File: config.mk
export PLATFORM = sky130hd
export DESIGN_NAME = controlUnit
export DESIGN_NICKNAME = d
export VERILOG_FILES = /design/src/source/armCtrlPkg.sv /design/src/source/controlUnit.sv /design/src/source/condLogic.sv /design/src/source/instrDecoder.sv
export SDC_FILE = /design/constraint.sdc
export NUM_CORES = 1
export LEC_CHECK = 0
export BUFFER_PORTS_ARGS = -buffer_cell sky130_fd_sc_hd__buf_2
export CELL_PAD_IN_SITES_DETAIL_PLACEMENT = 0
export CELL_PAD_IN_SITES_GLOBAL_PLACEMENT = 1
export CORE_ASPECT_RATIO = 0.9
export CORE_UTILIZATION = 26
export DETAILED_ROUTE_END_ITERATION = 10
export GPL_TIMING_DRIVEN = 0
export HOLD_SLACK_MARGIN = 0.12
export PLACE_DENSITY = 0.81
export SLEW_MARGIN = 10
export SYNTH_ARGS = -nofsm -noshare
export SYNTH_HDL_FRONTEND = slang
export SYNTH_SLANG_ARGS = --single-unit
File: constraint.sdc
create_clock -name clk -period 1.7 [get_ports clk]
set_input_delay 0.085 -clock clk [delete_from_list [all_inputs] [get_ports clk]]
set_output_delay 0.085 -clock clk [all_outputs]
set_load 0.01 [all_outputs]
File: src/source/armCtrlPkg.sv
package armCtrlPkg;

  // Instruction slice seen by the control unit, bits 31 down to 12
  localparam int instrWidth = 20;

  localparam int condWidth = 4;
  localparam int opWidth   = 2;
  localparam int cmdWidth  = 4;
  localparam int regWidth  = 4;

  // Op field
  localparam logic [opWidth-1:0] opDp     = 2'b00;
  localparam logic [opWidth-1:0] opMem    = 2'b01;
  localparam logic [opWidth-1:0] opBranch = 2'b10;

  // Data-processing commands kept by the ALU decoder
  localparam logic [cmdWidth-1:0] cmdAdd = 4'b0100;
  localparam logic [cmdWidth-1:0] cmdSub = 4'b0010;
  localparam logic [cmdWidth-1:0] cmdAnd = 4'b0000;
  localparam logic [cmdWidth-1:0] cmdOrr = 4'b1100;

  // Condition codes
  localparam logic [condWidth-1:0] condEq    = 4'b0000;
  localparam logic [condWidth-1:0] condNe    = 4'b0001;
  localparam logic [condWidth-1:0] condCs    = 4'b0010;
  localparam logic [condWidth-1:0] condCc    = 4'b0011;
  localparam logic [condWidth-1:0] condMi    = 4'b0100;
  localparam logic [condWidth-1:0] condPl    = 4'b0101;
  localparam logic [condWidth-1:0] condVs    = 4'b0110;
  localparam logic [condWidth-1:0] condVc    = 4'b0111;
  localparam logic [condWidth-1:0] condHi    = 4'b1000;
  localparam logic [condWidth-1:0] condLs    = 4'b1001;
  localparam logic [condWidth-1:0] condGe    = 4'b1010;
  localparam logic [condWidth-1:0] condLt    = 4'b1011;
  localparam logic [condWidth-1:0] condGt    = 4'b1100;
  localparam logic [condWidth-1:0] condLe    = 4'b1101;
  localparam logic [condWidth-1:0] condAl    = 4'b1110;
  localparam logic [condWidth-1:0] condNever = 4'b1111;

  // ALU operation select
  localparam logic [1:0] aluAdd = 2'b00;
  localparam logic [1:0] aluSub = 2'b01;
  localparam logic [1:0] aluAnd = 2'b10;
  localparam logic [1:0] aluOrr = 2'b11;

  // Immediate extension select
  localparam logic [1:0] immDp     = 2'b00;
  localparam logic [1:0] immMem    = 2'b01;
  localparam logic [1:0] immBranch = 2'b10;

  localparam logic [regWidth-1:0] pcReg = 4'd15;

  typedef struct packed {
    logic [condWidth-1:0] cond;
    logic [opWidth-1:0]   op;
    logic                 immFlag;
    logic [cmdWidth-1:0]  cmd;
    logic                 sBit;
    logic [regWidth-1:0]  rn;
    logic [regWidth-1:0]  rd;
  } dpViewT;

  // Bit 25 is inverted for memory: 0 means immediate offset
  typedef struct packed {
    logic [condWidth-1:0] cond;
    logic [opWidth-1:0]   op;
    logic                 nonImm;
    logic                 p;
    logic                 u;
    logic                 b;
    logic                 w;
    logic                 l;
    logic [regWidth-1:0]  rn;
    logic [regWidth-1:0]  rd;
  } memViewT;

  typedef union packed {
    dpViewT  dpView;
    memViewT memView;
  } instrFieldsT;

  typedef struct packed {
    logic n;
    logic z;
    logic c;
    logic v;
  } aluFlagsT;

  // Decoder output before condition gating
  typedef struct packed {
    logic [1:0] regSrc;
    logic [1:0] immSrc;
    logic [1:0] aluControl;
    logic       aluSrc;
    logic       memToReg;
    logic       regWriteReq;
    logic       memWriteReq;
    logic       branch;
    logic       pcs;
    logic [1:0] flagWrite;  // [1] N and Z, [0] C and V
  } rawCtrlT;

  typedef struct packed {
    logic [1:0] regSrc;
    logic       regWrite;
    logic [1:0] immSrc;
    logic       aluSrc;
    logic [1:0] aluControl;
    logic       memWrite;
    logic       memToReg;
    logic       pcSrc;
  } ctrlOutT;

endpackage
File: src/source/controlUnit.sv
`timescale 1ns/1ps

module controlUnit (
  input  logic                    clk,
  input  logic                    reset,
  input  armCtrlPkg::instrFieldsT instr,
  input  armCtrlPkg::aluFlagsT    aluFlags,
  output armCtrlPkg::ctrlOutT     ctrl
);

  armCtrlPkg::rawCtrlT raw;

  // Decode stage, no state
  instrDecoder i_instrDecoder (
    .instr (instr),
    .raw   (raw)
  );

  // Condition check and status flags
  condLogic i_condLogic (
    .clk      (clk),
    .reset    (reset),
    .cond     (instr.dpView.cond),
    .aluFlags (aluFlags),
    .raw      (raw),
    .ctrl     (ctrl)
  );

endmodule

File: src/source/condLogic.sv
`timescale 1ns/1ps

module condLogic (
  input  logic                 clk,
  input  logic                 reset,
  input  logic [3:0]           cond,
  input  armCtrlPkg::aluFlagsT aluFlags,
  input  armCtrlPkg::rawCtrlT  raw,
  output armCtrlPkg::ctrlOutT  ctrl
);

  logic [1:0] nzFlags;
  logic [1:0] cvFlags;
  logic       n;
  logic       z;
  logic       c;
  logic       v;
  logic       condEx;
  logic [1:0] flagEn;

  assign {n, z} = nzFlags;
  assign {c, v} = cvFlags;

  // Condition check against the stored flags
  always_comb begin
    case (cond)
      armCtrlPkg::condEq:    condEx = z;
      armCtrlPkg::condNe:    condEx = ~z;
      armCtrlPkg::condCs:    condEx = c;
      armCtrlPkg::condCc:    condEx = ~c;
      armCtrlPkg::condMi:    condEx = n;
      armCtrlPkg::condPl:    condEx = ~n;
      armCtrlPkg::condVs:    condEx = v;
      armCtrlPkg::condVc:    condEx = ~v;
      armCtrlPkg::condHi:    condEx = c & ~z;
      armCtrlPkg::condLs:    condEx = ~c | z;
      armCtrlPkg::condGe:    condEx = (n == v);
      armCtrlPkg::condLt:    condEx = (n != v);
      armCtrlPkg::condGt:    condEx = ~z & (n == v);
      armCtrlPkg::condLe:    condEx = z | (n != v);
      armCtrlPkg::condAl:    condEx = 1'b1;
      armCtrlPkg::condNever: condEx = 1'b0;
      default:               condEx = 1'b0;
    endcase
  end

  // Flags only load when the instruction itself executes
  assign flagEn = raw.flagWrite & {2{condEx}};

  always_ff @(posedge clk) begin
    if (reset) begin
      nzFlags <= 2'b00;
    end else if (flagEn[1]) begin
      nzFlags <= {aluFlags.n, aluFlags.z};
    end
  end

  always_ff @(posedge clk) begin
    if (reset) begin
      cvFlags <= 2'b00;
    end else if (flagEn[0]) begin
      cvFlags <= {aluFlags.c, aluFlags.v};
    end
  end

  // Write-type controls are suppressed on a failed condition
  assign ctrl = '{
    regSrc:     raw.regSrc,
    regWrite:   raw.regWriteReq & condEx,
    immSrc:     raw.immSrc,
    aluSrc:     raw.aluSrc,
    aluControl: raw.aluControl,
    memWrite:   raw.memWriteReq & condEx,
    memToReg:   raw.memToReg,
    pcSrc:      raw.pcs & condEx
  };

endmodule

File: src/source/instrDecoder.sv
`timescale 1ns/1ps

module instrDecoder (
  input  armCtrlPkg::instrFieldsT instr,
  output armCtrlPkg::rawCtrlT     raw
);

  logic [1:0] op;
  logic [1:0] regSrc;
  logic [1:0] immSrc;
  logic       aluSrc;
  logic       memToReg;
  logic       regWriteReq;
  logic       memWriteReq;
  logic       branch;
  logic       aluOp;
  logic [1:0] aluControl;
  logic [1:0] flagWrite;
  logic       pcs;

  // Op sits at the same place in both views
  assign op = instr.dpView.op;

  // Main decoder
  always_comb begin
    regSrc      = 2'b00;
    immSrc      = armCtrlPkg::immDp;
    aluSrc      = 1'b0;
    memToReg    = 1'b0;
    regWriteReq = 1'b0;
    memWriteReq = 1'b0;
    branch      = 1'b0;
    aluOp       = 1'b0;

    case (op)
      armCtrlPkg::opDp: begin
        aluSrc      = instr.dpView.immFlag;
        immSrc      = armCtrlPkg::immDp;
        regWriteReq = 1'b1;
        aluOp       = 1'b1;
      end

      armCtrlPkg::opMem: begin
        immSrc = armCtrlPkg::immMem;
        aluSrc = 1'b1;
        if (instr.memView.l) begin
          // LDR
          memToReg    = 1'b1;
          regWriteReq = 1'b1;
        end else begin
          // STR reads rd as the store data register
          regSrc      = 2'b10;
          memWriteReq = 1'b1;
        end
      end

      armCtrlPkg::opBranch: begin
        regSrc = 2'b01;
        immSrc = armCtrlPkg::immBranch;
        aluSrc = 1'b1;
        branch = 1'b1;
      end

      default: begin
        // Op 11 is not supported, no side effects
        regSrc = 2'b00;
      end
    endcase
  end

  // ALU decoder
  always_comb begin
    aluControl = armCtrlPkg::aluAdd;
    flagWrite  = 2'b00;

    if (aluOp) begin
      case (instr.dpView.cmd)
        armCtrlPkg::cmdAdd: begin
          aluControl = armCtrlPkg::aluAdd;
          flagWrite  = {2{instr.dpView.sBit}};
        end

        armCtrlPkg::cmdSub: begin
          aluControl = armCtrlPkg::aluSub;
          flagWrite  = {2{instr.dpView.sBit}};
        end

        // Logic ops leave C and V alone
        armCtrlPkg::cmdAnd: begin
          aluControl = armCtrlPkg::aluAnd;
          flagWrite  = {instr.dpView.sBit, 1'b0};
        end

        armCtrlPkg::cmdOrr: begin
          aluControl = armCtrlPkg::aluOrr;
          flagWrite  = {instr.dpView.sBit, 1'b0};
        end

        default: begin
          aluControl = armCtrlPkg::aluAdd;
          flagWrite  = 2'b00;
        end
      endcase
    end
  end

  // PC written by a branch or by any register write to R15
  assign pcs = branch | (regWriteReq & (instr.dpView.rd == armCtrlPkg::pcReg));

  assign raw = '{
    regSrc:      regSrc,
    immSrc:      immSrc,
    aluControl:  aluControl,
    aluSrc:      aluSrc,
    memToReg:    memToReg,
    regWriteReq: regWriteReq,
    memWriteReq: memWriteReq,
    branch:      branch,
    pcs:         pcs,
    flagWrite:   flagWrite
  };

endmodule

Yosys cells after proc, flatten, opt, wreduce, memory -nomap -nowiden --
Index checks and enable logic that the tools add are counted.
Cells by class: reduce and logical (&&, ||, !) cells 6, magnitude comparators 0, eq/ne operators 23, multipliers 0, div/mod/pow operators 0, mux-type cells 16, bitwise gates (word level) 14, $add $sub $neg 0, shifts and indexed selects 0
Operators by type and width (count):
- $eq 4x4->1 const B | 10
- $eq 4x3->1 const B | 5
- $pmux 1 s16 | 1
- $eq 4x2->1 const B | 3
- $pmux 2 s2 | 3
- $logic_not 4->1 | 2
- $and 1x1->1 | 6
- $mux 1 | 6
- $mux 2 | 3
- $pmux 2 s3 | 1
- $reduce_or 2->1 | 3
- $eq 4x1->1 const B | 1
- $not 1->1 | 4
- $pmux 1 s2 | 2
- $or 1x1->1 | 3
- $and 2x2->2 | 1
- $eq 2x1->1 const B | 1
- $eq 2x2->1 const B | 1
- $logic_not 2->1 | 1
- $eq 1x1->1 | 1
- $ne 1x1->1 | 1
Word-level totals: memories kept 0, logic and storage cells 61, output and inout bits 11, register bits after elaboration 4, bits of input ports 26, latch bits 0, memory bits (writable) 0, bits in read-only memories 0

Depth between registers and ports, before layout --
Gate-level depths: netlist (run 1).
word-level depth 5, depth in mapped cells 7, mapped depth without buffers 7

Cells and area by module --
From an unflattened synthesis (run 1), not the netlist that was laid out.
Unflattened totals: cell total of the unflattened synthesis 81, area, all modules 681.9 µm²
By module, submodules not included:
- condLogic | cells each 47, area an instance 421.7 µm², sequential area each 80.1 µm², times used 1
- instrDecoder | cells each 34, area an instance 260.2 µm², sequential area each 0.0 µm², times used 1

Worst setup path before layout (run 1) --
OpenSTA, ideal clock, no wires.
kind register to output, start register i_condLogic.cvFlags[0], end output port ctrl[2] in the netlist's numbering, path slack 0.179 ns, cell stages (with the launch flop) 7, required time 1.615 ns, path buffers 0, data arrival time 1.436 ns, cell sequence dfxtp_1 xnor2_1 a21oi_1 o32a_1 a21bo_4 xnor2_1 nor3b_1
RTL lines:
- start: declaration | RTL line condLogic.sv:13 | logic [1:0] cvFlags;
- start signal: assignment | RTL line condLogic.sv:62 | cvFlags <= {aluFlags.c, aluFlags.v};
- end: declaration | RTL line controlUnit.sv:8 | output armCtrlPkg::ctrlOutT ctrl

==> out/results.ini, run 1 <==
[synth]
synthSimpleGateAreaFrac=0.3388
synthXorXnorAreaFrac=0.04941
synth_compound_area_frac=0.09647
ys_ff_latch=4
synth_top_family_by_area=simple AND/OR/NAND/NOR gates
synthMuxAreaShare=0.1835
synth.distinct_cells=22
synth_top_cell_by_area=dfxtp_1
netlist_area_um2=531.8
synth.net_count=98
netlist_instances=67
yosys_warnings=0
ys_seq_area_frac=0.1506
synth_top_cells_by_area=dfxtp_1 (15%), mux2i_1 (13%), ha_1 (12%)
syn_area_per_cell_um2=7.937
synth_top_area_frac=0.1506
synth_fa_ha_area_frac=0.1176

[worst_setup_path]
arrival_ns=1.69
crit_fanout=3
worst_setup_path_end_kind=primary output
slowest_stage=dfxtp_2
max_stage_delay_ns=0.33
path_class=register to primary output
path_cells=xnor2_1 > a21oi_1 > o32a_1 > a21bo_4 > xnor2_4 > nor3b_2 > buf_2
worstSetupStartpointType=register
cp-startpoint=i_condLogic.cvFlags[0]
required_ns=1.62
r2r-start=i_condLogic.cvFlags[0]

[floorplan]
dieHeight_um=44.91
rows=15
core_um2=1914
initial_core_util=0.2778
die_w_um=49.67
io_pins=37
die-area_um2=2230

[sta]
timing.final.crit_share=1.041
finalHoldViolCount=0
slew_violations=0
min_period_ns=1.770
setup_viol=1
finClkSkew_ns=0.003254
slew_headroom=0.8404
rsz0062_at_grt=true
max_freq_mhz=564.9
tightest_slew_ns=0.2385
setup_ws_ns=-0.07037

[drt]
wl_met2_um=703
drc_errors=0
highest_layer=met4
vias=580
wirelength_um=1345
ant_nets=0
wl_met1_um=579
drt-initial-drc-count=6
wl_per_cell_um=10.43
vias_per_cell=4.496
wl_met3_um=44
dr.pass1.iters=3

[cells_and_area]
syn_to_final_growth_pct=51.76
final_cell_mix=buf_2 (32), nor2_1 (11), nand2b_1 (8)
final_cells=129
drive_gt1_frac=0.4423
final_common_cell=buf_2
fin_nets=137
fin_util=0.4216
antenna_cells=0

[global_routing]
antenna_found_initial=0
track_usage=0.1205
grt_pass1_wl_um=2070
grt_max_degree=9
grt_pass1_vias=519
grt_overflow=0

[power_and_ir_drop]
peakVddDrop_mv=0.1972
p_leak_nw=0.3823
power_density_nw_per_um2=445.1

[clock_network]
cts.sinks=4
cts_buffers=3
cts_root_buffer=clkbuf_4
cts_buffer_depth=2
cts_tree=done
insertion_delay_ns=0.24
cts.htree.levels=1
cts.reportedPaths.clkPinSlew_ns=0.04

[outcome]
violations=setup timing
status=complete, but fails checks

[place]
dp_cells=124
portBuffers=32
gp_congestion=0.7128
hpwl_um=1072

[worst_hold_path]
min_path_type=primary input to register
hp-start=aluFlags[0]

[job]
drv_cap=0

[logic make-up (layout without fill, tap and decap cells)]
| logic type | after synthesis | after routing |
|---|---|---|
| AND/OR/NAND/NOR | 33 | 33 |
| multiplexers | 9 | 9 |
| buffers and inverters | 6 | 43 |
| AO/OA/AOI/OAI | 7 | 7 |
| XOR/XNOR | 3 | 3 |
| flip-flops | 4 | 4 |
| adder cells (fa/ha/maj) | 5 | 5 |
[metrics by stage]
stage               hold slack [ns]  setup slack (ns)  cell area (um2)  total power [mW]   TNS, ns
floorplan                    0.2164            0.1794            531.8            0.1635         0
global placement             0.3482           0.08260            723.2            0.2148         0
detailed placement           0.3605           0.03794            723.2            0.2182         0
CTS                          0.1201          -0.07797            798.3            0.3587   -0.1055
global route                 0.1327           -0.1390            807.0            0.3764   -0.6214
finish                       0.1129          -0.07037            807.0            0.3592  -0.07037
[metal layers]
| metal | GRT usage | vias to the layer above |
|---|---|---|
| met5 | 0 | - |
| met4 | 0.03429 | 0 |
| met3 | 0.003367 | 3 |
| met2 | 0.2378 | 16 |
| met1 | 0.1437 | 262 |
| li1 | - | 299 |
[report_power, final]
part	internal [mW]	total [mW]	switching (mW)
clock	0.0794	0.125	0.0453
sequential	0.0950	0.0955	0.000554
combinational	0.0734	0.139	0.0656
[cells in the mapped netlist]
cell	number
or2b_1	2
a21bo_4	1
and2_1	1
inv_1	3
nand3b_1	2
buf_4	3
xnor2_1	3
o32a_1	1
nor2_1	11
mux2i_1	7
o21ai_0	2
nand4_1	1
nand3_1	2
ha_1	5
a21oi_1	3
nand2_1	1
nor3b_1	2
nor2b_1	2
mux2i_2	2
nand2b_1	8
nor3_1	1
dfxtp_1	4
[sequential cells by signal, indices dropped and copies added, names as in the netlist]
register	flops
i_condLogic.cvFlags	2
i_condLogic.nzFlags	2
[worst paths after layout]
check,end,slack [ns],cells after the start
max,ctrl[2],-0.07,7
min,i_condLogic.cvFlags[0],0.11,3
max reg2reg,i_condLogic.cvFlags[0],0.01,7
min reg2reg,i_condLogic.nzFlags[0],0.48,2
[critical path, delay by kind of cell (launching register included)]
kind | cells | cell delay, ns
xor gates and xnor gates | 2 | 0.27
and+or+nand+nor | 1 | 0.16
AOI/OAI and AO/OA | 3 | 0.53
buffers and inverters | 1 | 0.15
DFF | 1 | 0.33
[layout make-up]
| type | instances | area (um2) |
|---|---|---|
| plain buffers | 3 | 22.52 |
| clock buffers | 3 | 22.52 |
| fillers | 211 | 1107 |
| inverters | 3 | 11.26 |
| multi-input cells | 57 | 459.2 |
| flip-flops and latches | 4 | 82.58 |
| well taps | 25 | 31.28 |
| repair buffers | 34 | 177.7 |
[timing repair]
action                                 4_1_cts  5_1_grt
setup endpoints to repair                    3        7
pin swaps                                    3        1
hold buffers                                 1        0
gates resized for setup                      8        1
endpoints found under the hold margin        1        0
buffers inserted                             1        0
No activity file was read; power rests on OpenSTA's default activity.
==> run 2, diff against run 1 <==
Settings changed: CORE_MARGIN set to 2.
==> run 2 against run 1 <==
  * Critical path depth is the same
  * The flow still finishes with violations (setup timing)
  * Highest routed layer unchanged
  * Clock-buffer cell count is the same
  * Sequential cell count is the same
  * Maximum frequency grew 0.53%
  * Clock skew grew 0.010 ns
  * Combinational power is essentially flat
==> out/results.ini, run 2 (synthesized netlist as in run 1, its figures left out) <==
[drt]
ant_nets=0  ; unchanged
vias=574  ; -1.0%
wirelength_um=1318  ; -2.0%
dr.pass1.iters=4  ; +1
drc_errors=0  ; unchanged
vias_per_cell=4.382  ; -2.5%
drt-initial-drc-count=6  ; unchanged
wl_per_cell_um=10.06  ; -3.5%

[worst_setup_path]
required_ns=1.62  ; about the same
max_stage_delay_ns=0.33  ; about the same
worst_setup_path_end_kind=primary output
crit_fanout=3  ; unchanged
worstSetupStartpointType=register
path_class=register to primary output
slowest_stage=dfxtp_2
path_cells=xnor2_2 > a21oi_1 > o32a_1 > a21bo_4 > xnor2_4 > nor3b_2 > buf_2
arrival_ns=1.68  ; about the same

[clock_network]
cts_tree=done
cts.htree.levels=1  ; unchanged
cts.reportedPaths.clkPinSlew_ns=0.05  ; about the same
cts_root_buffer=clkbuf_4
insertion_delay_ns=0.24  ; about the same
cts_buffer_depth=2  ; unchanged
cts.sinks=4  ; unchanged
cts_buffers=3  ; unchanged

[global_routing]
grt_pass1_vias=510  ; -1.7%
track_usage=0.1224  ; +0.001887
grt_overflow=0  ; unchanged
antenna_found_initial=0  ; unchanged
grt_max_degree=9  ; unchanged
grt_pass1_wl_um=2076  ; +0.29%

[power_and_ir_drop]
p_leak_nw=0.3943  ; +3.1%
fin_total_pwr_mw=0.3581  ; -0.30%
peakVddDrop_mv=0.3196  ; +62%
power_density_nw_per_um2=427.9  ; -3.9%

[place]
placed_cell_area_um2=723.2  ; unchanged
hpwl_um=1017  ; -5.1%
portBuffers=32  ; unchanged
gp_congestion=0.7135  ; about the same

[floorplan]
core_um2=1914  ; unchanged
dieHeight_um=46.91  ; +4.5%
rows=15  ; unchanged
initial_core_util=0.2778  ; unchanged
die-area_um2=2424  ; +8.7%
die_w_um=51.67  ; +4.0%
io_pins=37  ; unchanged

[sta]
setup_ws_ns=-0.06101  ; +0.009357 ns
timing.final.crit_share=1.036  ; -0.005504
max_freq_mhz=567.9  ; +0.53%
slew_headroom=0.8436  ; +0.003159
min_period_ns=1.761  ; -0.009357 ns
finClkSkew_ns=0.01350  ; +0.01025 ns
finalHoldViolCount=0  ; unchanged
setup_viol=1  ; unchanged
tightest_slew_ns=0.2337  ; -0.004721 ns
rsz0062_at_grt=true
slew_violations=0  ; unchanged

[outcome]
status=complete, but fails checks
violations=setup timing

[worst_hold_path]
min_path_type=primary input to register

[cells_and_area]
final_cell_mix=buf_2 (32), nor2_1 (11), nand2b_1 (8)
final_area_um2=837.1  ; +3.7%
final_common_cell=buf_2
drive_gt1_frac=0.4623  ; +0.01996
fin_nets=139  ; +1.5%
largestRegisters=i_condLogic.cvFlags: 2 flops, i_condLogic.nzFlags: 2 flops
antenna_cells=0  ; unchanged
syn_to_final_growth_pct=57.41

[job]
drv_cap=0  ; unchanged

[run 2: cell types whose count changed in the layout (fill, tap and decap cells not counted), sizes merged]
cell         before  now
buf              36   37
dlygate4sd3       1    2
[run 2: final timing paths]
| check | from | to | slack [ns] | cells after the start |
|---|---|---|---|---|
| max | i_condLogic.cvFlags[0] | ctrl[2] | -0.06 | 7 |
| min | aluFlags[3] | i_condLogic.nzFlags[1] | 0.12 | 3 |
| max reg2reg | i_condLogic.cvFlags[0] | i_condLogic.cvFlags[0] | 0.01 | 7 |
| min reg2reg | i_condLogic.nzFlags[0] | i_condLogic.nzFlags[0] | 0.49 | 2 |
[run 2: cell type report]
cell class | count | area, um2
tap | 25 | 31.28
timing repair buffer | 36 | 195.2
fill | 195 | 1077
sequential | 4 | 82.58
buffer | 3 | 22.52
inverter | 3 | 11.26
clock buffer | 3 | 22.52
multi-input combinational | 57 | 471.7
[run 2: power by group]
group	leakage, nW	switching [mW]	total (mW)	internal (mW)
sequential	0.0333	0.000609	0.0956	0.0950
combinational	0.347	0.0652	0.140	0.0753
clock	0.0138	0.0428	0.122	0.0792
[run 2: routing by layer]
| metal | part of all wire | wire length [um] | global-route usage | vias up |
|---|---|---|---|---|
| met4 | 0.019 | 25 | 0.09474 | 0 |
| li1 | - | - | - | 303 |
| met2 | 0.52 | 683 | 0.2051 | 15 |
| met5 | 0 | 0 | 0 | - |
| met1 | 0.40 | 528 | 0.1324 | 254 |
| met3 | 0.061 | 80 | 0.03822 | 2 |
[run 2: stage by stage]
| stage | utilization | cells | hold WS, ns | setup WS, ns | TNS [ns] |
|---|---|---|---|---|---|
| 2_1_floorplan | - | 67 | 0.2164 | 0.1794 | 0 |
| 3_3_place_gp | 0.3778 | 124 | 0.3480 | 0.08101 | 0 |
| 3_5_place_dp | 0.3778 | 124 | 0.3601 | 0.05300 | 0 |
| 4_1_cts | 0.4255 | 131 | 0.1254 | -0.05263 | -0.05330 |
| 5_1_grt | 0.4373 | 131 | 0.1234 | -0.1169 | -0.4095 |
| 6_report | 0.4373 | 131 | 0.1195 | -0.06101 | -0.06101 |
[run 2: timing repair]
item                                    in CTS  in global routing
hold endpoints to repair                     2                  0
endpoints found under the setup margin       3                  7
resized for setup                            6                  5
pin swaps                                    3                  0
setup buffers                                2                  0
hold buffers                                 2                  0
[run 2: worst max-delay path, delay by kind of cell (launching register included)]
| kind | cells | cell delay [ns] |
|---|---|---|
| and+or+nand+nor | 1 | 0.16 |
| buffers and inverters | 1 | 0.15 |
| xor gates and xnor gates | 2 | 0.28 |
| AOI/OAI and AO/OA | 3 | 0.51 |
| DFF | 1 | 0.33 |
==> run 3, diff against run 2 <==
Settings changed: CELL_PAD_IN_SITES_DETAIL_PLACEMENT 0 to unset, CELL_PAD_IN_SITES_GLOBAL_PLACEMENT 1 to unset, CORE_ASPECT_RATIO 0.9 to unset, CORE_UTILIZATION 26 to 39.
==> run 3 against run 2 <==
  * The flow still finishes with violations (setup timing)
  * Worst setup slack improved by 0.056 ns
  * Register-to-register slack about the same
  * Power decreased by 2.3%
  * Hold slack improved by 0.030 ns
  * Sequential share of layout area increased by 0.18 points
  * Combinational power about the same
  * Critical endpoint unchanged
  * Largest cell class unchanged
==> out/results.ini, run 3 (synthesized netlist as in run 1, its figures left out) <==
[sta]
setup_viol=1  ; unchanged
min_period_ns=1.705  ; -0.05558 ns
finalHoldViolCount=0  ; unchanged
rsz0062_at_grt=true
slew_headroom=0.8386  ; -0.004994
slew_violations=0  ; unchanged
setup_ws_ns=-0.005426  ; +0.05558 ns
timing.final.crit_share=1.003  ; -0.03270
finClkSkew_ns=0.0004875  ; -0.01301 ns
tns_ns=-0.005426  ; +0.05558 ns
tightest_slew_ns=0.2412  ; +0.007463 ns
max_freq_mhz=586.4  ; +3.3%

[drt]
vias=564  ; -1.7%
drt-initial-drc-count=7  ; +1
wl_per_cell_um=9.579  ; -4.8%
vias_per_cell=4.661  ; +6.4%
ant_nets=0  ; unchanged
dr.pass1.iters=4  ; unchanged
wirelength_um=1159  ; -12%
drc_errors=0  ; unchanged

[place]
portBuffers=32  ; unchanged
hpwl_um=935.2  ; -8.0%
gp_congestion=0.6288  ; -12%
dp_cells=114  ; -8.1%

[floorplan]
core_um2=1285  ; -33%
die-area_um2=1675  ; -31%
dieHeight_um=40.93  ; -13%
rows=13  ; -2
initial_core_util=0.4138  ; +0.1360
die_w_um=40.93  ; -21%
io_pins=37  ; unchanged

[clock_network]
cts_buffers=3  ; unchanged
cts_root_buffer=clkbuf_4
cts_buffer_depth=2  ; unchanged
cts_tree=done
insertion_delay_ns=0.23  ; about the same
cts.sinks=4  ; unchanged
cts.reportedPaths.clkPinSlew_ns=0.04  ; about the same
cts.htree.levels=1  ; unchanged

[cells_and_area]
antenna_cells=0  ; unchanged
final_cell_mix=buf_2 (32), nor2_1 (11), nand2b_1 (8)
fin_nets=139  ; unchanged
drive_gt1_frac=0.4434  ; -0.01887
largestRegisters=i_condLogic.cvFlags: 2 flops, i_condLogic.nzFlags: 2 flops
syn_to_final_growth_pct=54.59
final_common_cell=buf_2
final_cells=121  ; -7.6%

[worst_setup_path]
worstSetupStartpointType=register
arrival_ns=1.62  ; -0.06 ns
max_stage_delay_ns=0.33  ; about the same
crit_family=compound AO/OA/AOI/OAI gates
worst_setup_path_end_kind=primary output
reg2regPathDepth=7  ; unchanged
path_cells=xnor2_2 > a21oi_1 > o32a_1 > a21bo_4 > xnor2_4 > nor3b_2 > buf_2
rrSetupSlack_ns=0.02  ; about the same
path_buf_inv=1  ; unchanged
path_class=register to primary output
rr_endpoint=i_condLogic.cvFlags[0]
r2r-start=i_condLogic.cvFlags[1]
crit_fanout=3  ; unchanged
required_ns=1.62  ; about the same
slowest_stage=dfxtp_2

[worst_hold_path]
hold_end=i_condLogic.cvFlags[0]
hp-start=aluFlags[0]
min_delay_path_depth=3  ; unchanged
min_path_type=primary input to register

[global_routing]
track_usage=0.1504  ; +0.02804
grt_pass1_vias=443  ; -13%
grt_max_degree=9  ; unchanged
grt_overflow=0  ; unchanged
antenna_found_initial=0  ; unchanged
grt_pass1_wl_um=1683  ; -19%

[outcome]
violations=setup timing
status=complete, but fails checks

[power_and_ir_drop]
power_density_nw_per_um2=425.7  ; -0.50%
p_leak_nw=0.3919  ; -0.61%
peakVddDrop_mv=0.2898  ; -9.3%

[job]
drv_cap=0  ; unchanged

run 3: how the worst max path moves through the flow:
stage,endpoint,slack [ns],cells past startpoint,startpoint
detailed placement,i_condLogic.cvFlags[0],0.09,6,i_condLogic.cvFlags[0]
global route,ctrl[2],-0.11,7,i_condLogic.cvFlags[0]
CTS,ctrl[2],-0.02,7,i_condLogic.cvFlags[0]
global placement,ctrl[2],0.12,7,i_condLogic.nzFlags[1]
finish,ctrl[2],-0.005,7,i_condLogic.cvFlags[0]
floorplan,ctrl[2],0.18,6,i_condLogic.cvFlags[0]
run 3: worst min-delay path, delay by kind of cell:
kind                   cells  cell delay [ns]
multiplexers               1             0.08
AND/OR/NAND/NOR            1             0.07
buffers and inverters      1             0.10
run 3: metal layers:
layer  share of wire  vias to the layer above  GRT usage
met4               0                        0    0.05000
met3           0.036                        0    0.03261
met2            0.52                       10     0.2734
li1                -                      303          -
met5               0                        -          0
met1            0.44                      251     0.1694
run 3: final cells by class:
type / instances / area (um2)
sequential: 4 / 82.58
tap: 15 / 18.77
timing repair buffer: 36 / 197.7
clock buffer: 3 / 22.52
inverter: 3 / 11.26
fill: 117 / 462.9
multi-input combinational: 57 / 466.7
buffer: 3 / 22.52
run 3: through the flow:
step | worst slack, ns | power [mW] | hold slack, ns | utilization | area, um2
2_1_floorplan | 0.1794 | 0.1635 | 0.2164 | - | 531.8
3_3_place_gp | 0.1166 | 0.2127 | 0.3464 | 0.5531 | 710.7
3_5_place_dp | 0.09232 | 0.2155 | 0.3565 | 0.5531 | 710.7
4_1_cts | -0.02191 | 0.3559 | 0.1467 | 0.6329 | 813.3
5_1_grt | -0.1087 | 0.3774 | 0.1566 | 0.6397 | 822.0
6_report | -0.005426 | 0.3500 | 0.1494 | 0.6397 | 822.0
run 3: repair_timing:
item / in CTS / in global routing
hold buffers: 3 / 0
setup endpoints to repair: 3 / 7
pin swaps: 3 / 0
gates cloned: 0 / 0
resized for setup: 7 / 2
buffers inserted: 1 / 0
hold endpoints to repair: 3 / 0
run 3: where the power goes:
group	total, mW	internal, mW	switching, mW	leakage [nW]
combinational	0.140	0.0763	0.0635	0.345
clock	0.114	0.0788	0.0357	0.0138
sequential	0.0957	0.0951	0.000616	0.0333
total	0.350	0.250	0.0998	0.392
